$ cat src/hdl/regs_pkg.sv
`default_nettype none

package regs_pkg;

    localparam int axi_addr_w = 5;
    localparam int axi_data_w = 32;

    typedef logic [1:0] resp_t;

    localparam resp_t resp_okay   = 2'd0;
    localparam resp_t resp_slverr = 2'd2;

    // register offsets
    localparam logic [axi_addr_w-1:0] ctrl_off   = 5'h00;
    localparam logic [axi_addr_w-1:0] level_off  = 5'h04;
    localparam logic [axi_addr_w-1:0] temp_off   = 5'h08;
    localparam logic [axi_addr_w-1:0] thresh_off = 5'h0c;
    localparam logic [axi_addr_w-1:0] status_off = 5'h10;  // read only

    // field positions
    localparam int ctrl_run_bit     = 0;
    localparam int level_lsb        = 0;
    localparam int temp_lsb         = 0;
    localparam int thresh_lsb       = 0;
    localparam int status_alarm_bit = 0;
    localparam int status_row_lsb   = 4;

    // unsigned temperature reading
    typedef logic [7:0] temp_t;

endpackage

`default_nettype wire

$ cat src/hdl/matrix_pkg.sv
`default_nettype none

package matrix_pkg;

    // dot matrix geometry
    localparam int matrix_rows = 8;
    localparam int matrix_cols = 8;

    typedef logic [$clog2(matrix_rows)-1:0] row_idx_t;

    // one row of dots, bit 7 is the leftmost
    typedef logic [matrix_cols-1:0] col_bits_t;

    typedef logic [3:0] level_t;

    // levels 0..4 are the growing blob
    localparam level_t level_full  = 4'd5;
    localparam level_t level_flame = 4'd6;

    // codes above this show a blank matrix
    localparam level_t max_level = level_flame;

endpackage

`default_nettype wire
$ cat src/hdl/level_display.sv
`timescale 1ns/100ps
`default_nettype none

module level_display #(
    parameter int              scan_div     = 4,
    parameter regs_pkg::temp_t thresh_reset = 8'd80
) (
    input  logic                              clk,
    input  logic                              rst,
    input  logic [regs_pkg::axi_addr_w-1:0]   s_awaddr,
    input  logic                              s_awvalid,
    output logic                              s_awready,
    input  logic [regs_pkg::axi_data_w-1:0]   s_wdata,
    input  logic [regs_pkg::axi_data_w/8-1:0] s_wstrb,
    input  logic                              s_wvalid,
    output logic                              s_wready,
    output regs_pkg::resp_t                   s_bresp,
    output logic                              s_bvalid,
    input  logic                              s_bready,
    input  logic [regs_pkg::axi_addr_w-1:0]   s_araddr,
    input  logic                              s_arvalid,
    output logic                              s_arready,
    output logic [regs_pkg::axi_data_w-1:0]   s_rdata,
    output regs_pkg::resp_t                   s_rresp,
    output logic                              s_rvalid,
    input  logic                              s_rready,
    output matrix_pkg::col_bits_t             row,
    output matrix_pkg::col_bits_t             col_g,
    output matrix_pkg::col_bits_t             col_r
);
    import matrix_pkg::*;

    logic      run_en;
    logic      alarm;
    level_t    level;
    row_idx_t  row_sel;
    col_bits_t glyph_cols;

    level_regs #(
        .thresh_reset (thresh_reset)
    ) u_regs (
        .clk       (clk),
        .rst       (rst),
        .s_awaddr  (s_awaddr),
        .s_awvalid (s_awvalid),
        .s_awready (s_awready),
        .s_wdata   (s_wdata),
        .s_wstrb   (s_wstrb),
        .s_wvalid  (s_wvalid),
        .s_wready  (s_wready),
        .s_bresp   (s_bresp),
        .s_bvalid  (s_bvalid),
        .s_bready  (s_bready),
        .s_araddr  (s_araddr),
        .s_arvalid (s_arvalid),
        .s_arready (s_arready),
        .s_rdata   (s_rdata),
        .s_rresp   (s_rresp),
        .s_rvalid  (s_rvalid),
        .s_rready  (s_rready),
        .row_sel   (row_sel),
        .run_en    (run_en),
        .level     (level),
        .alarm     (alarm)
    );

    level_glyph_rom u_rom (
        .level      (level),
        .row_sel    (row_sel),
        .glyph_cols (glyph_cols)
    );

    matrix_scan #(
        .scan_div (scan_div)
    ) u_scan (
        .clk        (clk),
        .rst        (rst),
        .run_en     (run_en),
        .alarm      (alarm),
        .glyph_cols (glyph_cols),
        .row_sel    (row_sel),
        .row        (row),
        .col_g      (col_g),
        .col_r      (col_r)
    );

endmodule

`default_nettype wire

$ cat src/hdl/matrix_scan.sv
`timescale 1ns/100ps
`default_nettype none

module matrix_scan #(
    parameter int scan_div = 4
) (
    input  logic                  clk,
    input  logic                  rst,
    input  logic                  run_en,
    input  logic                  alarm,
    input  matrix_pkg::col_bits_t glyph_cols,
    output matrix_pkg::row_idx_t  row_sel,
    output matrix_pkg::col_bits_t row,
    output matrix_pkg::col_bits_t col_g,
    output matrix_pkg::col_bits_t col_r
);
    import matrix_pkg::*;

    localparam int               div_w    = $clog2(scan_div + 1);
    localparam logic [div_w-1:0] div_last = div_w'(scan_div - 1);

    logic [div_w-1:0] div_cnt;
    logic             row_step;
    logic             scan_live;  // outputs stay dark until the first step
    col_bits_t        col_next;

    assign row_step = (div_cnt == div_last);
    assign col_next = run_en ? glyph_cols : '0;

    always_ff @(posedge clk or posedge rst)
    begin
        if (rst)
        begin
            div_cnt   <= '0;
            row_sel   <= '0;
            scan_live <= 1'b0;
        end
        else if (row_step)
        begin
            div_cnt   <= '0;
            scan_live <= 1'b1;
            if (row_sel == row_idx_t'(matrix_rows - 1))
                row_sel <= '0;
            else
                row_sel <= row_sel + 1'b1;
        end
        else
        begin
            div_cnt <= div_cnt + 1'b1;
        end
    end

    // row and colours move together, one cycle after row_sel
    always_ff @(posedge clk or posedge rst)
    begin
        if (rst)
        begin
            row   <= '1;    // no row driven
            col_g <= '0;
            col_r <= '0;
        end
        else if (scan_live)
        begin
            row   <= ~(col_bits_t'(1) << row_sel);  // active low
            col_g <= col_next;
            col_r <= alarm ? col_next : '0;         // red over green gives amber
        end
    end

endmodule

`default_nettype wire

$ cat src/hdl/level_glyph_rom.sv
`timescale 1ns/100ps
`default_nettype none

module level_glyph_rom (
    input  matrix_pkg::level_t    level,
    input  matrix_pkg::row_idx_t  row_sel,
    output matrix_pkg::col_bits_t glyph_cols
);
    import matrix_pkg::*;

    logic [1:0] ring;   // distance from the middle row pair
    col_bits_t  blob;
    col_bits_t  flame;

    // rows 3,4 -> 0 ... rows 0,7 -> 3
    assign ring = row_sel[2] ? row_sel[1:0] : ~row_sel[1:0];

    always_comb
    begin
        blob = '0;
        case (level)
            4'd0: if (ring == 2'd0) blob = 8'b0011_1100;
                  else if (ring == 2'd1) blob = 8'b0001_1000;
            4'd1: if (ring == 2'd0) blob = 8'b0111_1100;
                  else if (ring == 2'd1) blob = 8'b0011_1000;
            4'd2: if (ring == 2'd0) blob = 8'b0111_1110;
                  else if (ring == 2'd1) blob = 8'b0011_1100;
            4'd3: if (ring <= 2'd1) blob = 8'b0111_1110;
                  else if (ring == 2'd2) blob = 8'b0011_1100;
            4'd4:
            begin
                case (ring)
                    2'd0, 2'd1: blob = 8'b1111_1111;
                    2'd2:       blob = 8'b0111_1110;
                    default:    blob = 8'b0011_1100;  // top and bottom rows
                endcase
            end
            default: blob = '0;
        endcase
    end

    // jagged flame, not symmetric
    always_comb
    begin
        case (row_sel)
            3'd0:    flame = 8'b1100_0011;
            3'd1:    flame = 8'b1110_0011;
            3'd2:    flame = 8'b1111_0001;
            3'd3:    flame = 8'b1110_0011;
            3'd4:    flame = 8'b1100_0111;
            3'd5:    flame = 8'b1110_0111;
            3'd6:    flame = 8'b1111_0111;
            default: flame = 8'b1111_1011;
        endcase
    end

    always_comb
    begin
        if (level > max_level)
            glyph_cols = '0;        // reserved codes stay blank
        else if (level == level_full)
            glyph_cols = '1;
        else if (level == level_flame)
            glyph_cols = flame;
        else
            glyph_cols = blob;
    end

endmodule

`default_nettype wire

$ cat src/hdl/level_regs.sv
`timescale 1ns/100ps
`default_nettype none

module level_regs #(
    parameter regs_pkg::temp_t thresh_reset = 8'd80
) (
    input  logic                              clk,
    input  logic                              rst,
    input  logic [regs_pkg::axi_addr_w-1:0]   s_awaddr,
    input  logic                              s_awvalid,
    output logic                              s_awready,
    input  logic [regs_pkg::axi_data_w-1:0]   s_wdata,
    input  logic [regs_pkg::axi_data_w/8-1:0] s_wstrb,
    input  logic                              s_wvalid,
    output logic                              s_wready,
    output regs_pkg::resp_t                   s_bresp,
    output logic                              s_bvalid,
    input  logic                              s_bready,
    input  logic [regs_pkg::axi_addr_w-1:0]   s_araddr,
    input  logic                              s_arvalid,
    output logic                              s_arready,
    output logic [regs_pkg::axi_data_w-1:0]   s_rdata,
    output regs_pkg::resp_t                   s_rresp,
    output logic                              s_rvalid,
    input  logic                              s_rready,
    input  matrix_pkg::row_idx_t              row_sel,
    output logic                              run_en,
    output matrix_pkg::level_t                level,
    output logic                              alarm
);
    import regs_pkg::*;
    import matrix_pkg::*;

    temp_t                 temp;
    temp_t                 thresh;
    logic                  wr_fire;
    logic                  wr_mapped;
    logic                  rd_fire;
    logic                  rd_mapped;
    logic [axi_data_w-1:0] rd_word;

    // address and data taken together, one response in flight
    assign wr_fire   = s_awvalid && s_wvalid && !s_bvalid;
    assign s_awready = wr_fire;
    assign s_wready  = wr_fire;

    assign rd_fire   = s_arvalid && !s_rvalid;
    assign s_arready = !s_rvalid;

    always_comb
    begin
        case (s_awaddr)
            ctrl_off, level_off, temp_off, thresh_off: wr_mapped = 1'b1;
            default: wr_mapped = 1'b0;  // status and holes
        endcase
    end

    always_ff @(posedge clk or posedge rst)
    begin
        if (rst)
        begin
            run_en <= 1'b0;
            level  <= '0;
            temp   <= '0;
            thresh <= thresh_reset;
        end
        else if (wr_fire && wr_mapped && s_wstrb[0])
        begin
            case (s_awaddr)
                ctrl_off:   run_en <= s_wdata[ctrl_run_bit];
                level_off:  level  <= s_wdata[level_lsb +: $bits(level_t)];
                temp_off:   temp   <= s_wdata[temp_lsb +: $bits(temp_t)];
                thresh_off: thresh <= s_wdata[thresh_lsb +: $bits(temp_t)];
                default:    run_en <= run_en;
            endcase
        end
    end

    // over-temperature compare, one cycle behind the registers
    always_ff @(posedge clk or posedge rst)
    begin
        if (rst)
            alarm <= 1'b0;
        else
            alarm <= (temp > thresh);
    end

    always_comb
    begin
        rd_word   = '0;
        rd_mapped = 1'b1;
        case (s_araddr)
            ctrl_off:   rd_word[ctrl_run_bit] = run_en;
            level_off:  rd_word[level_lsb +: $bits(level_t)] = level;
            temp_off:   rd_word[temp_lsb +: $bits(temp_t)] = temp;
            thresh_off: rd_word[thresh_lsb +: $bits(temp_t)] = thresh;
            status_off:
            begin
                rd_word[status_alarm_bit] = alarm;
                rd_word[status_row_lsb +: $bits(row_idx_t)] = row_sel;
            end
            default:    rd_mapped = 1'b0;  // zero data, slverr
        endcase
    end

    always_ff @(posedge clk or posedge rst)
    begin
        if (rst)
        begin
            s_bvalid <= 1'b0;
            s_rvalid <= 1'b0;
        end
        else
        begin
            if (wr_fire)
                s_bvalid <= 1'b1;
            else if (s_bready)
                s_bvalid <= 1'b0;

            if (rd_fire)
                s_rvalid <= 1'b1;
            else if (s_rready)
                s_rvalid <= 1'b0;
        end
    end

    // response payload, held while valid waits for ready
    always_ff @(posedge clk)
    begin
        if (wr_fire)
            s_bresp <= wr_mapped ? resp_okay : resp_slverr;
        if (rd_fire)
        begin
            s_rdata <= rd_word;
            s_rresp <= rd_mapped ? resp_okay : resp_slverr;
        end
    end

endmodule

`default_nettype wire

$ cat config.mk
export PLATFORM = sky130hd
export DESIGN_NAME = level_display
export DESIGN_NICKNAME = d
export VERILOG_FILES = /design/src/hdl/regs_pkg.sv /design/src/hdl/matrix_pkg.sv /design/src/hdl/level_display.sv /design/src/hdl/matrix_scan.sv /design/src/hdl/level_glyph_rom.sv /design/src/hdl/level_regs.sv
export SDC_FILE = /design/constraint.sdc
export NUM_CORES = 1
export LEC_CHECK = 0
export BUFFER_PORTS_ARGS = -buffer_cell sky130_fd_sc_hd__buf_2
export CAP_MARGIN = 20
export CORE_MARGIN = 2
export CORE_UTILIZATION = 46
export CTS_CLUSTER_DIAMETER = 60
export CTS_CLUSTER_SIZE = 24
export DETAILED_ROUTE_END_ITERATION = 8
export GPL_TIMING_DRIVEN = 1
export HOLD_SLACK_MARGIN = 0.1
export PLACE_DENSITY = 0.77
export SKIP_CTS_REPAIR_TIMING = 1
export SYNTH_ARGS = -nofsm -noshare
export SYNTH_HDL_FRONTEND = slang
export SYNTH_HIERARCHICAL = 1
export SYNTH_SLANG_ARGS = --single-unit
$ cat constraint.sdc
create_clock -name clk -period 1.9 [get_ports clk]
set_input_delay 0.19 -clock clk [delete_from_list [all_inputs] [get_ports clk]]
set_output_delay 0.19 -clock clk [all_outputs]
set_load 0.01 [all_outputs]
==> results of run 1 <==
[critical path, cell delays in order, from the launching register on]
cell      delay [ns]
dfrtp_1         0.42
inv_1           0.12
ha_4            0.31
nand2_1         0.07
a311oi_2        0.35
a31oi_2         0.10
o221ai_2        0.11
nand4_1         0.11
o21ai_0         0.09
[metal layers]
layer,vias up,wire length [um]
met4,0,155
met2,72,3270
met5,-,0
met1,1205,3030
li1,1199,-
met3,13,325
[metrics by stage]
stage | area [um^2] | total power [mW] | std cells | hold slack, ns
global route | 4130 | 3.32 | 494 | 0.115
floorplan | 3600 | 1.88 | 338 | 0.203
finish | 4130 | 3.18 | 494 | 0.115
global placement | 3830 | 1.96 | 472 | 0.259
CTS | 4040 | 3.20 | 488 | -0.107
detailed placement | 3830 | 1.98 | 472 | 0.259
[cell usage after synthesis (all sizes together) (3+ instances only)]
cell type / instances / area, um^2
clkbuf: 3 / 11.3
dfstp: 10 / 263
ha: 17 / 213
a31oi: 4 / 25.0
and3: 3 / 28.8
nand3: 3 / 15.0
a22oi: 7 / 52.6
nor2: 15 / 56.3
edfxtp: 10 / 300
and2: 3 / 18.8
a22o: 7 / 61.3
nand2: 23 / 86.3
o21ai: 13 / 65.1
inv: 25 / 96.4
dfrtp: 45 / 1130
nand4: 3 / 18.8
nand2b: 4 / 25.0
buf: 36 / 278
mux2: 25 / 312
nor3: 4 / 20.0
nor2b: 6 / 40.0
o2bb2ai: 6 / 52.6
a21oi: 6 / 30.0
o22a: 4 / 35.0
[cell families after synthesis]
kind of cell / count (synthesis)
AOI/OAI and AO/OA: 59
xor gates and xnor gates: 3
adders and majority gates: 19
buffers and inverters: 64
DFF: 65
muxes: 27
other: 1
and+or+nand+nor: 75
[power groups by stage]
stage / Clock (mW) / Sequential (mW) / Combinational [mW]
4_1_cts: 1.24 / 1.56 / 0.394
3_5_place_dp: 0 / 1.59 / 0.392
3_3_place_gp: 0 / 1.58 / 0.375
5_1_grt: 1.29 / 1.57 / 0.457
6_report: 1.22 / 1.56 / 0.406
2_1_floorplan: 0 / 1.57 / 0.308
[state kept, by name, indices dropped and copies added (netlist names), 4 cells and up]
name,cells
u_regs/s_rdata,8
u_regs/temp,8
u_regs/thresh,8
u_scan/col_g,8
u_scan/col_r,8
u_scan/row,8
u_regs/level,4
[worst max path at each step]
stage | start | end | slack (ns) | cells after the start
2_1_floorplan | u_scan/row_sel[2] | u_scan/col_g[4] | 0.11 | 7
3_3_place_gp | u_scan/row_sel[2] | u_scan/col_r[5] | 0.14 | 8
6_report | u_scan/row_sel[2] | u_scan/col_r[5] | 0.14 | 8
3_5_place_dp | u_scan/row_sel[2] | u_scan/col_g[3] | 0.1 | 7
4_1_cts | u_scan/row_sel[2] | u_scan/col_g[3] | 0.08 | 7
5_1_grt | u_scan/row_sel[2] | u_scan/col_r[4] | 0.03 | 8
[placed cells by master, fill, tap and decap left out, drive strengths merged, types with 2 or more instances in the layout]
master       synthesis  routed
ha                  17      17
nand3                3       3
nor2b                6       6
a22o                 7       7
maj3                 2       2
a21o                 2       2
clkbuf               3      14
nand2b               4       4
conb                 1      26
nor3                 4       4
dfstp               10      10
edfxtp              10      10
a21oi                6       6
and3                 3       3
or3                  2       2
a31oi                4       4
nand3b               2       2
dlygate4sd3          0       6
dfrtp               45      45
and2                 3       3
nand2               23      23
a22oi                7       7
buf                 36      74
o31a                 2       2
o2bb2ai              6       6
nand4                3       3
o21ai               13      13
xnor2                2       2
inv                 25      25
mux2                25      25
o22a                 4       4
mux2i                2       2
nor2                15      15
[layout make-up]
class                      count  area [um^2]  share of cell area [%]
sequential                    65         1690                    40.9
multi-input combinational    209         1560                    37.7
timing repair buffer          80          455                    11.0
clock buffer                  14          174                    4.21
tap                           99          124                    3.00
inverter                      25         96.3                    2.33
clock inverter                 2         35.0                   0.848
==> flow_metrics.py, run 1 <==
metrics = {
    "outcome": {
        "status": "finished clean",
    },
    "floorplanning": {
        "fp.dieH_um": 91.3,
        "pin_count": 118,
        "die_x_um": 91.3,
        "die_area_um2": 8330,
        "core_area_um2": 7330,
        "initial_utilization_pct": 47.8,
        "rows": 31,
    },
    "critical_path": {
        "rr_worst_depth": 8,
        "crit_arrival_ns": 2.02,
        "r2r-start": "u_scan/row_sel[2]",
        "start_kind": "flip-flop",
        "rrSetupSlack_ns": 0.14,
        "worst_ep_required_time_ns": 2.16,
        "worst_r2r_endpoint": "u_scan/col_r[5]",
        "critPathKind": "reg2reg",
        "path_max_fanout": 5,
        "critPathCaptureType": "flip-flop",
    },
    "synth": {
        "synthFlopType": "dfrtp_1",
        "synthAdderAreaFrac_pct": 6.64,
        "synth_top_family_by_area": "compound AO/OA/AOI/OAI gates",
        "yosysWarningCount": 6,
        "synth_area_um2": 3500,
        "synth_area_per_cell_um2": 11.2,
        "synth_edf_count": 10,
        "synthXorXnorAreaFrac_pct": 0.750,
        "seq_area_frac_synth_pct": 48.2,
        "yosysUniqueCellTypes": 56,
        "synthCells": 313,
        "synth-simple-area-share_pct": 11.7,
        "ys_ff_latch": 65,
        "ys_async_sr_fraction_pct": 84.6,
        "synthMuxAreaShare_pct": 9.46,
        "synth_compound_area_share_pct": 12.1,
    },
    "routing": {
        "wl_per_cell_um": 13.7,
        "vias_per_cell": 5.04,
        "ant_nets": 0,
        "wirelength_um": 6780,
        "remaining_drc_errors": 0,
        "dr.first_iter.drc_count": 161,
        "vias": 2489,
        "first_pass_iters": 4,
    },
    "grt": {
        "grt_pass1_vias": 2344,
        "grtUsageMet3_pct": 3.49,
        "use_met2_pct": 25.0,
        "overflow": 0,
        "grt_max_degree": 32,
        "antenna_found_initial": 0,
        "grt_pass1_wl_um": 10900,
        "grt_use_total_pct": 16.4,
        "grt_use_met1_pct": 21.7,
        "grt_busiest_layer": "met2",
    },
    "worst_hold_path": {
        "min_path_cells": 2,
        "whs_endpoint": "u_regs/thresh[1]",
        "min_path_type": "in2reg",
        "holdCritStartpoint": "s_wdata[1]",
    },
    "placement": {
        "pre_cts_slack_ns": 0.0969,
        "dp_hpwl_um": 5000,
        "portBuffers": 64,
        "place_congestion": 0.829,
    },
    "pwr": {
        "max-vdd-ir-drop_mv": 0.392,
        "p_clk_share_pct": 38.2,
        "switchingPower_mw": 0.783,
        "seq_power_share_pct": 49.1,
        "comb_power_share_pct": 12.8,
        "pwr_density_cell_nw_per_um2": 771,
        "swShare_pct": 24.6,
        "leakage_nw": 1.99,
        "internal_power_mw": 2.40,
    },
    "run": {
        "max_cap_violations": 0,
    },
    "timing": {
        "hold_violations": 0,
        "fin_tns_setup_ns": 0,
        "skew_ns": 0.0104,
        "finalCriticalPeriod_ns": 1.76,
        "worst_slack_ns": 0.140,
        "fin_crit_sh_pct": 92.6,
        "drv_slew": 0,
        "max_freq_mhz": 568,
        "setup_viol": 0,
        "rsz0062_at_grt": "false",
    },
    "clock_tree": {
        "cts-buffers-inserted": 9,
        "cts.sinks": 65,
        "cts_max_path_buffers": 2,
        "cts_tree": "built",
        "clock_latency_ns": 0.34,
        "root_buffer": "clkbuf_8",
        "htree_num_levels": 3,
        "clk_pin_slew_ns": 0.06,
    },
    "layout": {
        "nets": 460,
        "syn2layout_area_growth_pct": 17.9,
        "nFillCells": 639,
        "drive_gt1_share_pct": 33.9,
        "antenna_cells": 0,
        "final_util_pct": 56.3,
    },
}
(Power assumes the default switching activity.)
==> run 2: changes to the inputs <==
--- a/config.mk
+++ b/config.mk
@@ -5,10 +5,11 @@
 export SDC_FILE = /design/constraint.sdc
 export NUM_CORES = 1
 export LEC_CHECK = 0
+export ABC_AREA = 1
 export BUFFER_PORTS_ARGS = -buffer_cell sky130_fd_sc_hd__buf_2
 export CAP_MARGIN = 20
 export CORE_MARGIN = 2
-export CORE_UTILIZATION = 46
+export CORE_UTILIZATION = 47
 export CTS_CLUSTER_DIAMETER = 60
 export CTS_CLUSTER_SIZE = 24
 export DETAILED_ROUTE_END_ITERATION = 8
==> run 2 against run 1 <==
Compared with the run above: first-iteration DRC count decreased by 17%; die area grew 4.1%; register-to-register slack better by 0.15 ns; count of clock-buffer cells in the layout shrank 4; global-route usage increased by 1.7 points; hold slack lost 0.030 ns; non-clock buffer count shrank 5; sequential power shrank 6%; largest cell class unchanged.
==> flow_metrics.py, run 2 <==
metrics = {
    "outcome": {
        "status": "finished clean",
    },
    "synth": {
        "synthCells": 466,
        "synth_area_um2": 3730,
        "synth.cells.most_frequent": "164 x nand2_1, 49 x inv_1, 45 x dfrtp_1, 42 x nand3_1, 31 x buf_4",
        "yosys-top-cells-area": "dfrtp_1 30%, nand2_1 16%, edfxtp_1 8.0%",
        "synth_area_per_cell_um2": 8.01,
        "synthMostInstantiatedCell": "nand2_1",
        "yosys.area.top_type": "dfrtp_1",
        "yosysWarningCount": 6,
        "yosys.area.top_type_share_pct": 30.2,
        "yosysUniqueCellTypes": 29,
        "seq_area_frac_synth_pct": 45.3,
        "ys_async_sr_fraction_pct": 84.6,
        "ys_ff_latch": 65,
        "synth_edf_count": 10,
        "synthFlopType": "dfrtp_1",
    },
    "clock_tree": {
        "htree_num_levels": 3,
        "cts_max_path_buffers": 2,
        "clock_latency_ns": 0.33,
        "cts.sinks": 65,
        "clk_pin_slew_ns": 0.07,
        "cts_tree": "built",
        "cts-buffers-inserted": 9,
        "root_buffer": "clkbuf_8",
    },
    "run": {
        "max_cap_violations": 0,
    },
    "timing": {
        "max_freq_mhz": 620,
        "fin_crit_sh_pct": 84.9,
        "finalCriticalPeriod_ns": 1.61,
        "setup_viol": 0,
        "slew_headroom_pct": 56.5,
        "rsz0062_at_grt": "false",
        "hold_violations": 0,
        "tightest_slew_ns": 0.652,
        "skew_ns": 0.00594,
        "drv_slew": 0,
        "worst_slack_ns": 0.287,
        "fin_tns_setup_ns": 0,
    },
    "routing": {
        "first_pass_iters": 4,
        "remaining_drc_errors": 0,
        "wirelength_um": 7370,
        "dr.first_iter.drc_count": 134,
        "vias_per_cell": 4.81,
        "ant_nets": 0,
        "vias": 3110,
        "wl_per_cell_um": 11.4,
    },
    "placement": {
        "dp_hpwl_um": 5570,
        "portBuffers": 64,
        "pre_cts_slack_ns": 0.296,
        "place_congestion": 0.834,
    },
    "grt": {
        "antenna_found_initial": 0,
        "grt_use_total_pct": 18.1,
        "grt_max_degree": 32,
        "grt_pass1_wl_um": 12500,
        "overflow": 0,
        "grt_pass1_vias": 2792,
    },
    "floorplanning": {
        "die_x_um": 93.1,
        "fp.dieH_um": 93.1,
        "core_area_um2": 7730,
        "rows": 32,
        "pin_count": 118,
        "initial_utilization_pct": 48.3,
        "die_area_um2": 8670,
    },
    "layout": {
        "seq_area_um2": 1690,
        "multiInputGateArea_um2": 1660,
        "mostFrequentLayoutCells": "164 x nand2_1, 64 x buf_2, 49 x inv_1",
        "antenna_cells": 0,
        "drive_gt1_share_pct": 22.0,
        "nFillCells": 721,
        "nets": 610,
        "layout_commonest_cell": "nand2_1",
        "syn2layout_area_growth_pct": 16.5,
    },
    "critical_path": {
        "path_max_fanout": 3,
        "critPathKind": "reg2reg",
        "crit_arrival_ns": 1.84,
        "critPathCaptureType": "flip-flop",
        "start_kind": "flip-flop",
        "worst_ep_required_time_ns": 2.13,
    },
    "worst_hold_path": {
        "min_path_type": "in2reg",
    },
    "pwr": {
        "leakage_nw": 2.39,
        "max-vdd-ir-drop_mv": 0.502,
        "pwr_density_cell_nw_per_um2": 722,
    },
}
-- run 2: changes by cell type after synthesis, sizes merged, moves of 6 or more --
cell	before	now
nand2	23	174
nand3	3	43
inv	25	54
mux2	25	0
nor2	15	34
nand4	3	13
a22o	7	0
a22oi	7	0
o21ai	13	6
nor2b	6	0
o211ai	0	6
o2bb2ai	6	0
-- run 2: path summary, 6_finish.rpt --
kind	slack, ns	startpoint	cells after the start	end
hold / removal	0.08	s_arvalid	3	u_regs/s_rvalid
setup / recovery	0.29	u_scan/row_sel[0]	10	u_scan/col_r[5]
setup reg to reg	0.29	u_scan/row_sel[0]	10	u_scan/col_r[5]
min in group asynchronous	0.46	rst	4	u_regs/s_rvalid
max in group asynchronous	1.09	rst	4	u_scan/row[5]
hold reg to reg	0.46	u_scan/div_cnt[0]	1	u_scan/div_cnt[0]
-- run 2: worst max-delay path, cell delays in order (launching register included) --
cell and delay [ns]:
dfrtp_1 0.38, inv_1 0.11, ha_1 0.26, inv_1 0.11
nand3_1 0.10, nand2_1 0.08, nand2_2 0.07, nor2_4 0.09
nand3_1 0.12, nand4_1 0.13, nand2_1 0.06
-- run 2: area by class of cell --
cell class                      count  area share, %
Tap cell                          102           2.94
Multi-Input combinational cell    335           38.2
Clock buffer                       10           3.17
Timing Repair Buffer               75           9.61
Sequential cell                    65           38.9
Clock inverter                      6           2.59
Inverter                           54           4.66
-- run 2: metal layers --
layer / share of wire, % / track usage, % / routed length, um / vias to the layer above
met4: 0.99 / 5.51 / 73 / 0
met5: 0 / 0 / 0 / -
met2: 48 / 29.8 / 3510 / 91
met1: 45 / 23.0 / 3300 / 1443
li1: - / - / - / 1566
met3: 6.7 / 5.48 / 491 / 10
-- run 2: cells by family (layout without fill, tap and decap cells) --
| logic type | count (synthesis) | after routing | synth area share [%] |
|---|---|---|---|
| simple gates | 271 | 271 | 32.8 |
| flops | 65 | 65 | 45.3 |
| compound gates | 21 | 21 | 3.32 |
| buf+inv | 91 | 145 | 12.8 |
| other cells | 1 | 26 | 0.100 |
| fa+ha+maj | 17 | 17 | 5.70 |
-- run 2: through the flow --
stage	utilization, %	power (mW)	instance area [um^2]	hold slack (ns)	cells
2_1_floorplan	-	1.66	3830	0.203	491
3_3_place_gp	52.2	1.70	4040	0.262	625
3_5_place_dp	52.2	1.71	4040	0.259	625
4_1_cts	55.5	3.17	4290	-0.108	641
5_1_grt	56.3	3.29	4350	0.106	647
6_report	56.3	3.14	4350	0.0850	647
-- run 2: where the power goes --
| part | switching [mW] | internal [mW] |
|---|---|---|
| clock | 0.535 | 0.912 |
| sequential | 0.0223 | 1.44 |
| combinational | 0.152 | 0.0733 |
==> run 3: changes to the inputs <==
--- a/config.mk
+++ b/config.mk
@@ -9,13 +9,13 @@
 export BUFFER_PORTS_ARGS = -buffer_cell sky130_fd_sc_hd__buf_2
 export CAP_MARGIN = 20
 export CORE_MARGIN = 2
-export CORE_UTILIZATION = 47
+export CORE_UTILIZATION = 52
 export CTS_CLUSTER_DIAMETER = 60
 export CTS_CLUSTER_SIZE = 24
 export DETAILED_ROUTE_END_ITERATION = 8
 export GPL_TIMING_DRIVEN = 1
 export HOLD_SLACK_MARGIN = 0.1
-export PLACE_DENSITY = 0.77
+export PLACE_DENSITY = 0.81
 export SKIP_CTS_REPAIR_TIMING = 1
 export SYNTH_ARGS = -nofsm -noshare
 export SYNTH_HDL_FRONTEND = slang
==> constraint.sdc (replaced) <==
create_clock -name clk -period 1.69 [get_ports clk]
set_input_delay 0.169 -clock clk [delete_from_list [all_inputs] [get_ports clk]]
set_output_delay 0.169 -clock clk [all_outputs]
set_load 0.01 [all_outputs]
==> run 3 against run 2 <==
Compared with the run above: sequential cell count is the same; largest cell class unchanged; highest routed layer unchanged; worst setup slack lost 0.15 ns; global-route usage grew 2.6 points; cell count shrank 0.46%; largest power group unchanged; count of clock-buffer cells in the layout grew 2; non-clock buffer count grew 4; critical path depth is the same; sequential share of layout area grew 0.23 points.
==> flow_metrics.py, run 3 (synthesis results as in run 2) <==
metrics = {
    "grt": {
        "grt_max_degree": 28,
        "grt_use_total_pct": 20.7,
        "antenna_found_initial": 0,
        "overflow": 0,
        "grt_pass1_vias": 2864,
        "grt_pass1_wl_um": 12500,
    },
    "layout": {
        "antenna_cells": 0,
        "drive_gt1_share_pct": 22.6,
        "nets": 614,
        "instances_no_fill": 644,
        "layout_commonest_cell": "nand2_1",
        "syn2layout_area_growth_pct": 15.8,
        "mostFrequentLayoutCells": "164 x nand2_1, 64 x buf_2, 48 x inv_1",
        "nFillCells": 604,
    },
    "pwr": {
        "max-vdd-ir-drop_mv": 0.568,
        "leakage_nw": 2.38,
        "pwr_density_cell_nw_per_um2": 711,
    },
    "timing": {
        "rsz0062_at_grt": "false",
        "setup_viol": 0,
        "skew_ns": 0.0123,
        "drv_slew": 0,
        "tightest_slew_ns": 0.531,
        "hold_violations": 0,
        "fin_tns_setup_ns": 0,
        "fin_crit_sh_pct": 92.1,
        "slew_headroom_pct": 64.6,
        "finalCriticalPeriod_ns": 1.56,
        "max_freq_mhz": 643,
    },
    "critical_path": {
        "path_max_fanout": 3,
        "cp_cell_sequence": "inv_2 > ha_4 > inv_1 > nand3_1 > nand2_1 > nand2_2 > nor2_4 > nand3_1 > nand4_1 > nand2_1",
        "start_kind": "flip-flop",
        "crit_arrival_ns": 1.77,
        "critPathKind": "reg2reg",
        "r2r-start": "u_scan/row_sel[2]",
        "critPathCaptureType": "flip-flop",
        "rrSetupSlack_ns": 0.13,
        "worst_path_dominant_cell_family": "simple AND/OR/NAND/NOR gates",
        "slowest_delay_ns": 0.39,
        "rr_worst_depth": 10,
        "cp_num_buf_inv": 2,
        "cp_num_cells": 10,
        "cp-endpoint": "u_scan/col_r[4]",
        "cpMaxStageDelayCell": "dfrtp_1",
        "worst_ep_required_time_ns": 1.91,
        "cp-startpoint": "u_scan/row_sel[2]",
        "worst_r2r_endpoint": "u_scan/col_r[4]",
    },
    "run": {
        "max_cap_violations": 0,
    },
    "clock_tree": {
        "cts-buffers-inserted": 9,
        "htree_num_levels": 3,
        "root_buffer": "clkbuf_8",
        "clk_pin_slew_ns": 0.08,
        "cts.sinks": 65,
        "clock_latency_ns": 0.34,
        "cts_tree": "built",
        "cts_max_path_buffers": 2,
    },
    "placement": {
        "place_congestion": 0.826,
        "dp_hpwl_um": 5610,
        "dp.cells": 622,
        "portBuffers": 64,
    },
    "floorplanning": {
        "initial_utilization_pct": 54.3,
        "die_x_um": 88.7,
        "fp.dieH_um": 88.7,
        "pin_count": 118,
        "die_area_um2": 7870,
        "rows": 30,
        "core_area_um2": 6870,
    },
    "routing": {
        "remaining_drc_errors": 0,
        "vias_per_cell": 4.81,
        "ant_nets": 0,
        "dr.first_iter.drc_count": 129,
        "wl_per_cell_um": 11.4,
        "first_pass_iters": 4,
        "wirelength_um": 7350,
        "vias": 3100,
    },
    "worst_hold_path": {
        "min_path_type": "in2reg",
    },
    "outcome": {
        "status": "finished clean",
    },
}
run 3: layer usage:
layer,wire [um],global-route usage [%],vias to the layer above
li1,-,-,1579
met1,3300,25.3,1424
met2,3540,35.0,82
met3,366,5.32,15
met4,145,7.99,0
met5,0,0,-
run 3: worst min-delay path by stage:
| stage | start | endpoint | slack (ns) | cells past startpoint |
|---|---|---|---|---|
| 6_report | s_arvalid | u_regs/s_rvalid | 0.09 | 3 |
| 5_1_grt | s_arvalid | u_regs/s_rvalid | 0.11 | 3 |
| 4_1_cts | rst | u_scan/div_cnt[2] | -0.12 | 2 |
| 3_5_place_dp | rst | u_scan/row_sel[0] | 0.25 | 2 |
| 3_3_place_gp | rst | u_scan/row_sel[0] | 0.23 | 2 |
| 2_1_floorplan | rst | u_regs/alarm | 0.18 | 1 |
run 3: area by class of cell:
cell class                 count  area (um^2)  share of cell area (%)
clock buffer                  12          155                    3.59
clock inverter                 3         17.5                   0.405
inverter                      54          203                    4.69
multi-input combinational    335         1670                    38.7
sequential                    65         1690                    39.1
tap                           96          120                    2.78
timing repair buffer          79          463                    10.7
run 3: power breakdown:
| part | total (mW) | switching, mW | internal, mW |
|---|---|---|---|
| registers | 1.65 | 0.0224 | 1.62 |
| logic | 0.262 | 0.175 | 0.0872 |
| clock network | 1.17 | 0.566 | 0.599 |
| total | 3.07 | 0.763 | 2.31 |
run 3: worst reg2reg max path, stage by stage (launching register included):
cell	delay, ns
dfrtp_1	0.39
inv_2	0.10
ha_4	0.21
inv_1	0.08
nand3_1	0.11
nand2_1	0.09
nand2_2	0.07
nor2_4	0.11
nand3_1	0.10
nand4_1	0.12
nand2_1	0.07
run 3: per-stage QoR:
step / utilization, % / power, mW / area [um^2] / hold WS (ns) / setup WS, ns
finish: 62.9 / 3.07 / 4320 / 0.0889 / 0.134
global route: 62.9 / 3.22 / 4320 / 0.107 / 0.00589
CTS: 61.7 / 3.09 / 4240 / -0.123 / 0.0685
detailed placement: 59.2 / 1.92 / 4060 / 0.248 / 0.0786
global placement: 59.2 / 1.92 / 4060 / 0.230 / 0.137
floorplan: - / 1.87 / 3830 / 0.182 / 0.0787
